===== src/design/fpAddConfig.svh =====
// Single-precision format constants for the pipelined FP adder
// Word, exponent, fraction and working significand widths
`ifndef FP_ADD_CONFIG_SVH
`define FP_ADD_CONFIG_SVH

// IEEE-754 single precision layout
`define FP_WIDTH 32
`define FP_EXP_WIDTH 8
`define FP_FRAC_WIDTH 23

// Hidden one, fraction, two guard zeros
`define FP_SIG_WIDTH 26
// Enough to count 0..31 positions
`define FP_SHIFT_WIDTH 5

// All-ones exponent, reserved for infinity
`define FP_EXP_MAX 255

`endif


===== src/design/fpAddPkg.sv =====
// Shared types for the pipelined FP adder/subtractor
// Plain vector widths plus the structs passed between stages
`include "fpAddConfig.svh"

package fpAddPkg;

  typedef logic [`FP_WIDTH-1:0] wordT;
  typedef logic [`FP_WIDTH-2:0] magT;
  typedef logic [`FP_EXP_WIDTH-1:0] expT;
  typedef logic [`FP_FRAC_WIDTH-1:0] fracT;
  typedef logic [`FP_SIG_WIDTH-1:0] sigT;
  typedef logic [`FP_SHIFT_WIDTH-1:0] shiftT;

  // Sort stage to align stage
  typedef struct packed {
    logic valid;
    logic sign;
    logic effSub;
    logic zero;
    magT  bigMag;
    magT  smallMag;
  } sortStageT;

  // Align stage to significand add stage
  typedef struct packed {
    logic valid;
    logic sign;
    logic effSub;
    logic zero;
    expT  exp;
    sigT  bigSig;
    sigT  smallSig;
  } alignStageT;

  // Significand add stage to normalize stage
  typedef struct packed {
    logic valid;
    logic sign;
    logic zero;
    expT  exp;
    logic carry;
    sigT  rawSig;
  } sumStageT;

endpackage


===== src/design/barrelShifter.sv =====
// Logarithmic shifter over the working significand
// One mux level per amount bit, zero fill, direction fixed
// at elaboration; amounts past the width give zero
`timescale 1ns/1ps
`include "fpAddConfig.svh"

module barrelShifter #(
  parameter bit shiftLeft = 1'b0
) (
  input  fpAddPkg::sigT   data_i,
  input  fpAddPkg::shiftT amount_i,
  output fpAddPkg::sigT   data_o
);

  // Level k holds data after the low k amount bits
  fpAddPkg::sigT levelData [0:`FP_SHIFT_WIDTH];

  assign levelData[0] = data_i;

  for (genvar k = 0; k < `FP_SHIFT_WIDTH; k++) begin : gLevel
    if (shiftLeft) begin : gLeft
      // Normalization toward the hidden one
      assign levelData[k+1] = amount_i[k] ? (levelData[k] << (1 << k)) : levelData[k];
    end else begin : gRight
      // Alignment toward the guard bits
      assign levelData[k+1] = amount_i[k] ? (levelData[k] >> (1 << k)) : levelData[k];
    end
  end

  // 16+8+2 already pushes every bit out
  assign data_o = levelData[`FP_SHIFT_WIDTH];

endmodule


===== src/design/fpOperandSort.sv =====
// First pipeline stage of the FP adder
// Orders the operands by magnitude and works out the
// effective operation, result sign and exact-cancellation flag
`timescale 1ns/1ps
`include "fpAddConfig.svh"

module fpOperandSort (
  input  logic                clk,
  input  logic                reset_i,
  input  logic                start_i,
  input  fpAddPkg::wordT      dataX_i,
  input  fpAddPkg::wordT      dataY_i,
  input  logic                addSub_i,
  output fpAddPkg::sortStageT sort_o
);

  logic          signX;
  logic          signY;
  fpAddPkg::magT magX;
  fpAddPkg::magT magY;
  logic          yBigger;
  logic          magEqual;
  logic          effSub;
  logic          resultSign;

  // ====================
  // Compare and classify
  // ====================

  assign signX = dataX_i[`FP_WIDTH-1];
  assign signY = dataY_i[`FP_WIDTH-1];
  assign magX  = dataX_i[`FP_WIDTH-2:0];
  assign magY  = dataY_i[`FP_WIDTH-2:0];

  // Exponent sits above fraction, so plain compare orders magnitude
  assign yBigger  = magY > magX;
  assign magEqual = magX == magY;

  // Real operation on the magnitudes
  assign effSub = signX ^ signY ^ addSub_i;

  // Y's sign flips when subtracting and Y dominates
  assign resultSign = yBigger ? (signY ^ addSub_i) : signX;

  // ====================
  // Stage register
  // ====================

  always_ff @(posedge clk) begin
    if (reset_i) begin
      sort_o.valid <= 1'b0;
    end else begin
      sort_o.valid <= start_i;
    end
    // Payload only on a start
    if (start_i) begin
      sort_o.sign     <= resultSign;
      sort_o.effSub   <= effSub;
      sort_o.zero     <= effSub & magEqual;
      sort_o.bigMag   <= yBigger ? magY : magX;
      sort_o.smallMag <= yBigger ? magX : magY;
    end
  end

endmodule


===== src/design/fpAlign.sv =====
// Second pipeline stage of the FP adder
// Exponent difference and right alignment of the smaller
// significand; differences past the significand width clear it
`timescale 1ns/1ps
`include "fpAddConfig.svh"

module fpAlign (
  input  logic                 clk,
  input  logic                 reset_i,
  input  fpAddPkg::sortStageT  sort_i,
  output fpAddPkg::alignStageT align_o
);

  fpAddPkg::expT   bigExp;
  fpAddPkg::expT   smallExp;
  fpAddPkg::fracT  bigFrac;
  fpAddPkg::fracT  smallFrac;
  fpAddPkg::expT   expDiff;
  fpAddPkg::shiftT shiftAmt;
  fpAddPkg::sigT   bigSig;
  fpAddPkg::sigT   smallSig;
  fpAddPkg::sigT   alignedSig;

  // Split magnitudes into fields
  assign bigExp    = sort_i.bigMag[`FP_WIDTH-2:`FP_FRAC_WIDTH];
  assign smallExp  = sort_i.smallMag[`FP_WIDTH-2:`FP_FRAC_WIDTH];
  assign bigFrac   = sort_i.bigMag[`FP_FRAC_WIDTH-1:0];
  assign smallFrac = sort_i.smallMag[`FP_FRAC_WIDTH-1:0];

  // Never negative, big has the larger magnitude
  assign expDiff = bigExp - smallExp;

  // Saturate so the high exponent bits are not lost
  assign shiftAmt = (expDiff >= `FP_SIG_WIDTH) ? fpAddPkg::shiftT'(`FP_SIG_WIDTH) :
                    expDiff[`FP_SHIFT_WIDTH-1:0];

  // Hidden one, fraction, two guard zeros
  assign bigSig   = {1'b1, bigFrac, 2'b00};
  assign smallSig = {1'b1, smallFrac, 2'b00};

  barrelShifter #(
    .shiftLeft (1'b0)
  ) rightShift (
    .data_i   (smallSig),
    .amount_i (shiftAmt),
    .data_o   (alignedSig)
  );

  // ====================
  // Stage register
  // ====================

  always_ff @(posedge clk) begin
    if (reset_i) begin
      align_o.valid <= 1'b0;
    end else begin
      align_o.valid <= sort_i.valid;
    end
    if (sort_i.valid) begin
      align_o.sign     <= sort_i.sign;
      align_o.effSub   <= sort_i.effSub;
      align_o.zero     <= sort_i.zero;
      align_o.exp      <= bigExp;
      align_o.bigSig   <= bigSig;
      align_o.smallSig <= alignedSig;
    end
  end

endmodule


===== src/design/fpSignificandAdd.sv =====
// Third pipeline stage of the FP adder
// Adds or subtracts the aligned significands and keeps the
// carry out, meaningful for an effective addition only
`timescale 1ns/1ps
`include "fpAddConfig.svh"

module fpSignificandAdd (
  input  logic                 clk,
  input  logic                 reset_i,
  input  fpAddPkg::alignStageT align_i,
  output fpAddPkg::sumStageT   sum_o
);

  // One extra bit for the carry
  logic [`FP_SIG_WIDTH:0] sumWide;

  always_comb begin
    if (align_i.effSub) begin
      // Big minus small, never borrows
      sumWide = {1'b0, align_i.bigSig} - {1'b0, align_i.smallSig};
    end else begin
      sumWide = {1'b0, align_i.bigSig} + {1'b0, align_i.smallSig};
    end
  end

  always_ff @(posedge clk) begin
    if (reset_i) begin
      sum_o.valid <= 1'b0;
    end else begin
      sum_o.valid <= align_i.valid;
    end
    if (align_i.valid) begin
      sum_o.sign   <= align_i.sign;
      sum_o.zero   <= align_i.zero;
      sum_o.exp    <= align_i.exp;
      // Ignore top bit on subtract
      sum_o.carry  <= sumWide[`FP_SIG_WIDTH] & ~align_i.effSub;
      sum_o.rawSig <= sumWide[`FP_SIG_WIDTH-1:0];
    end
  end

endmodule


===== src/design/fpNormalize.sv =====
// Last pipeline stage of the FP adder
// Leading-zero count, normalizing shift, exponent adjust,
// overflow and underflow detection and IEEE packing into
// the output registers, with a one-cycle ready strobe
`timescale 1ns/1ps
`include "fpAddConfig.svh"

module fpNormalize (
  input  logic               clk,
  input  logic               reset_i,
  input  fpAddPkg::sumStageT sum_i,
  output fpAddPkg::wordT     result_o,
  output logic               ready_o,
  output logic               overflow_o,
  output logic               underflow_o,
  output logic               zero_o
);

  // Room for exponent plus one and minus 26
  localparam int expAdjWidth = `FP_EXP_WIDTH + 2;
  localparam logic signed [expAdjWidth-1:0] expMax = expAdjWidth'(`FP_EXP_MAX);

  fpAddPkg::shiftT               leadZeros;
  fpAddPkg::sigT                 leftSig;
  fpAddPkg::sigT                 normSig;
  fpAddPkg::fracT                resultFrac;
  logic signed [expAdjWidth-1:0] expAdj;
  logic                          overflow;
  logic                          underflow;
  fpAddPkg::wordT                packed_;

  // ====================
  // Leading zero count
  // ====================

  // Scan up from the LSB, last hit is the top one
  always_comb begin
    leadZeros = fpAddPkg::shiftT'(`FP_SIG_WIDTH);
    for (int i = 0; i < `FP_SIG_WIDTH; i++) begin
      if (sum_i.rawSig[i]) begin
        leadZeros = fpAddPkg::shiftT'(`FP_SIG_WIDTH - 1 - i);
      end
    end
  end

  barrelShifter #(
    .shiftLeft (1'b1)
  ) leftShift (
    .data_i   (sum_i.rawSig),
    .amount_i (leadZeros),
    .data_o   (leftSig)
  );

  // Carry goes back in on top
  assign normSig = sum_i.carry ? {1'b1, sum_i.rawSig[`FP_SIG_WIDTH-1:1]} : leftSig;

  // ====================
  // Exponent and flags
  // ====================

  always_comb begin
    if (sum_i.carry) begin
      expAdj = $signed({2'b00, sum_i.exp}) + 1;
    end else begin
      expAdj = $signed({2'b00, sum_i.exp}) -
               $signed({{(expAdjWidth - `FP_SHIFT_WIDTH){1'b0}}, leadZeros});
    end
  end

  assign overflow  = expAdj >= expMax;
  // Cancellation is reported as zero, not underflow
  assign underflow = (expAdj <= 0) & ~sum_i.zero;

  // Drop hidden one and guard bits
  assign resultFrac = normSig[`FP_SIG_WIDTH-2:2];

  always_comb begin
    if (sum_i.zero) begin
      packed_ = '0;
    end else if (overflow) begin
      // Signed infinity
      packed_ = {sum_i.sign, {`FP_EXP_WIDTH{1'b1}}, {`FP_FRAC_WIDTH{1'b0}}};
    end else if (underflow) begin
      packed_ = {sum_i.sign, {(`FP_WIDTH-1){1'b0}}};
    end else begin
      packed_ = {sum_i.sign, expAdj[`FP_EXP_WIDTH-1:0], resultFrac};
    end
  end

  // ====================
  // Output registers
  // ====================

  // Hold last result until the next valid one
  always_ff @(posedge clk) begin
    if (reset_i) begin
      ready_o     <= 1'b0;
      result_o    <= '0;
      overflow_o  <= 1'b0;
      underflow_o <= 1'b0;
      zero_o      <= 1'b0;
    end else begin
      ready_o <= sum_i.valid;
      if (sum_i.valid) begin
        result_o    <= packed_;
        overflow_o  <= overflow;
        underflow_o <= underflow;
        zero_o      <= sum_i.zero;
      end
    end
  end

endmodule


===== src/design/fpAddSubTop.sv =====
// Pipelined single-precision FP adder/subtractor
// Four stages: operand sort, alignment, significand add
// and normalize. One new operation per cycle, results
// leave in issue order with a ready strobe
`timescale 1ns/1ps

module fpAddSubTop (
  input  logic           clk,
  input  logic           reset_i,
  input  logic           start_i,
  input  fpAddPkg::wordT dataX_i,
  input  fpAddPkg::wordT dataY_i,
  input  logic           addSub_i,
  output fpAddPkg::wordT result_o,
  output logic           ready_o,
  output logic           overflow_o,
  output logic           underflow_o,
  output logic           zero_o
);

  // Inter-stage buses, valid travels inside
  fpAddPkg::sortStageT  sortBus;
  fpAddPkg::alignStageT alignBus;
  fpAddPkg::sumStageT   sumBus;

  // ====================
  // Stage 1
  // ====================
  fpOperandSort sortStage (
    .clk       (clk),
    .reset_i   (reset_i),
    .start_i   (start_i),
    .dataX_i   (dataX_i),
    .dataY_i   (dataY_i),
    .addSub_i  (addSub_i),
    .sort_o    (sortBus)
  );

  // Stage 2
  fpAlign alignStage (
    .clk       (clk),
    .reset_i   (reset_i),
    .sort_i    (sortBus),
    .align_o   (alignBus)
  );

  // Stage 3
  fpSignificandAdd addStage (
    .clk       (clk),
    .reset_i   (reset_i),
    .align_i   (alignBus),
    .sum_o     (sumBus)
  );

  // ====================
  // Stage 4 and outputs
  // ====================
  fpNormalize normStage (
    .clk         (clk),
    .reset_i     (reset_i),
    .sum_i       (sumBus),
    .result_o    (result_o),
    .ready_o     (ready_o),
    .overflow_o  (overflow_o),
    .underflow_o (underflow_o),
    .zero_o      (zero_o)
  );

endmodule


===== config.mk =====
export PLATFORM = sky130hd
export DESIGN_NAME = fpAddSubTop
export DESIGN_NICKNAME = d
export VERILOG_FILES = /design/src/design/fpAddPkg.sv /design/src/design/barrelShifter.sv /design/src/design/fpOperandSort.sv /design/src/design/fpAlign.sv /design/src/design/fpSignificandAdd.sv /design/src/design/fpNormalize.sv /design/src/design/fpAddSubTop.sv
export VERILOG_INCLUDE_DIRS = /design/src /design/src/design
export SDC_FILE = /design/constraint.sdc
export NUM_CORES = 1
export LEC_CHECK = 0
export BUFFER_PORTS_ARGS = -buffer_cell sky130_fd_sc_hd__buf_2
export CAP_MARGIN = 30
export CORE_ASPECT_RATIO = 0.5
export CORE_MARGIN = 2
export CORE_UTILIZATION = 60
export DETAILED_ROUTE_END_ITERATION = 16
export MAX_ROUTING_LAYER = met4
export PLACE_DENSITY = 0.79
export SLEW_MARGIN = 20
export SYNTH_ARGS = -nofsm -noshare
export SYNTH_HDL_FRONTEND = slang
export SYNTH_HIERARCHICAL = 1
export SYNTH_SLANG_ARGS = --single-unit

===== constraint.sdc =====
create_clock -name clk -period 8.77 [get_ports clk]
set_input_delay 0.4385 -clock clk [delete_from_list [all_inputs] [get_ports clk]]
set_output_delay 0.4385 -clock clk [all_outputs]
set_load 0.05 [all_outputs]

==> results.toml <==
[clocking]
cts-buffers-inserted = 20
clkTransAtPathRegs_ns = 0.07
clk_latency_ns = 0.52
cts.path.max_buffers = 3
cts_max_level = 1
post_cts_buffers = 0
clkSinkCount = 201
cts_resized = 0
hold_buffers = 0
root_buffer = "clkbuf_16"
cts_tree = "done"

[yosys]
synth_cells = 1265
synth_area_mm2 = 0.01440
synth_area_per_cell_um2 = 11.38
yosys_warnings = 6

[floorplan]
die_h_um = 113.5
dieArea_mm2 = 0.02533
core_mm2 = 0.02377
fp-row-count = 40
io-pin-count = 104
start_util_pct = 60.57
die_w_um = 223.1

[power_and_ir_drop]
p_leak_nw = 6.352
power_density_mw_per_mm2 = 189.9
seqPwrFrac_pct = 41.1
switching_share_pct = 32.46
combPwrFrac_pct = 31.9
p_sw_mw = 0.9595
clock_power_share_pct = 27.0
power_mw = 2.956
vdd_ir_drop_max_uv = 117.7
internal_power_mw = 1.996

[global_route]
grt.busiest_layer = "met2"
met3_usage_pct = 4.585
grt-ovfl-total = 0
grt_pass1_vias = 10134
antenna_found_initial = 0
use_met2_pct = 41.13
use_met1_pct = 37.16
globalRouteTotalUtil_pct = 26.65
grt_max_degree = 67
grt_pass1_wl_um = 52810

[timing]
relSlewSlack_pct = 36.84
finalMaxSlewViolations = 0
clock-skew-final_ns = 0.02290
setup_viol = 0
finalSetupTns_ns = 0
period_needed_ns = 4.705
fmax_mhz = 212.5
grt_setup_unrepaired = "no"
hold_viol_final = 0
final.period_utilization_pct = 53.65
worst_pin_slew_ns = 0.9447

[critical_path]
cp-end-kind = "flop"
rr_worst_depth = 17
worstSetupStartpoint = "addStage/sum_o[3]$_DFFE_PP_"
cp_cell_sequence = "o21bai_1, a21oi_1, o21ai_0, a2111oi_0, a211oi_1, o22ai_2, buf_4, ha_1, fa_1, nor2b_1, o311ai_0, a21oi_1, xnor2_1, nor3b_1, and4_1, buf_8, o41ai_2"
r2r-start = "addStage/sum_o[3]$_DFFE_PP_"
crit_fanout = 30
slowest_stage = "o311ai_0"
r2r_setup_slack_ns = 4.07
timing.rr.end = "normStage/result_o[18]$_SDFFE_PP0P_"
path_class = "flop to flop"
cpMostUsedCell = "a21oi_1"
critPathArrivalTime_ns = 5.08
cp-start-kind = "flop"
critical_path.endpoint = "normStage/result_o[18]$_SDFFE_PP0P_"
worstPathRequired_ns = 9.15
slowest_delay_ns = 0.58

[layout]
fillerInstances = 1792
layout-drive-gt1-share_pct = 22.90
syn2layout_area_growth_pct = 8.098
finalNetCount = 1489
diodes = 0

[placed_design]
gp_congestion = 0.9054
io_buffer_count = 103
hpwl_um = 24470

[hold_path]
hold_class = "primary input to flop"

[routing]
num_vias = 10433
wl_per_cell_um = 19.46
drc = 0
ant_nets = 0
avgViaCountPerCell = 6.236
initialDrtViolationCount = 852
drt_wl_total_um = 32550
first_pass_iters = 6

[status]
outcome = "finished clean"

[flow_run]
max_cap_violations = 0
how the worst min path moves through the flow:
stage	start	cells past startpoint	slack (ns)	to
after floorplan	alignStage/align_o[52]$_DFFE_PP_	0	0.40	addStage/sum_o[27]$_DFFE_PP_
final	reset_i	2	0.24	sortStage/sort_o[65]$_SDFF_PP0_
after detailed placement	alignStage/align_o[59]$_DFFE_PP_	0	0.41	addStage/sum_o[34]$_DFFE_PP_
after global placement	sortStage/sort_o[34]$_DFFE_PP_	0	0.40	alignStage/align_o[31]$_DFFE_PP_
after CTS	reset_i	2	0.22	normStage/result_o[31]$_SDFFE_PP0P_
after global routing	reset_i	2	0.24	normStage/zero_o$_SDFFE_PP0P_
power by group through the flow:
stage	sequential (mW)	combinational, mW	clock (mW)
6_report	1.22	0.943	0.797
5_1_grt	1.22	1.03	0.847
4_1_cts	1.21	0.928	0.809
3_5_place_dp	1.23	0.920	0
3_3_place_gp	1.23	0.897	0
2_1_floorplan	1.21	0.737	0
flip-flops by register name (all words and copies together), names as in the netlist:
signal and count:
normStage/ready_o 1, addStage/sum_o 38, normStage/underflow_o 1, alignStage/align_o 61
sortStage/sort_o 66, normStage/zero_o 1, normStage/overflow_o 1, normStage/result_o 32
layout make-up:
cell class	count	area, um2	share of cell area, %
multi-input combinational	934	7995	51.36
sequential	201	5647	36.28
timing repair buffer	116	660.6	4.244
clock buffer	20	500.5	3.215
tap	315	394.1	2.532
inverter	73	274.0	1.760
clock inverter	14	95.09	0.6109
worst max-delay path, delay by kind of cell (launching register included):
kind / cells / cell delay (ns)
AOI/OAI and AO/OA: 9 / 1.90
and+or+nand+nor: 3 / 0.80
buffers and inverters: 2 / 0.65
DFF: 1 / 0.50
adders and majority gates: 2 / 0.50
xor gates and xnor gates: 1 / 0.19
metrics by stage:
step / hold slack [ns] / instance area (um2) / util, % / setup slack (ns) / instances
floorplan: 0.4003 / 14430 / - / 4.995 / 1274
global placement: 0.4038 / 14890 / 62.65 / 3.966 / 1635
detailed placement: 0.4052 / 14950 / 62.89 / 4.156 / 1638
CTS: 0.2190 / 15550 / 65.39 / 4.127 / 1672
global route: 0.2433 / 15570 / 65.48 / 3.569 / 1673
finish: 0.2374 / 15570 / 65.48 / 4.065 / 1673
layer usage:
layer / share of wire, % / vias up / wire length [um]
li1: - / 4946 / -
met1: 46 / 5028 / 14910
met2: 45 / 387 / 14510
met3: 7.5 / 72 / 2427
met4: 2.2 / 0 / 711
met5: 0 / - / 0
cells in the final DEF, fill, tap and decap left out, drive strengths merged, types with 10 or more instances in the layout:
master / n
nor3: 14
buf: 116
inv: 74
o41ai: 23
o21a: 10
clkbuf: 20
mux2: 81
dfxtp: 39
conb: 11
mux4: 38
a211oi: 22
nand4: 13
ha: 72
nand2b: 11
nor2: 87
a21o: 19
nor2b: 16
nand2: 97
o21ai: 52
or2: 10
mux2i: 66
edfxtp: 162
clkinv: 10
xnor2: 48
a21oi: 72
xor2: 16
nand3: 11
Note: power is estimated with default switching activity, not from simulation.
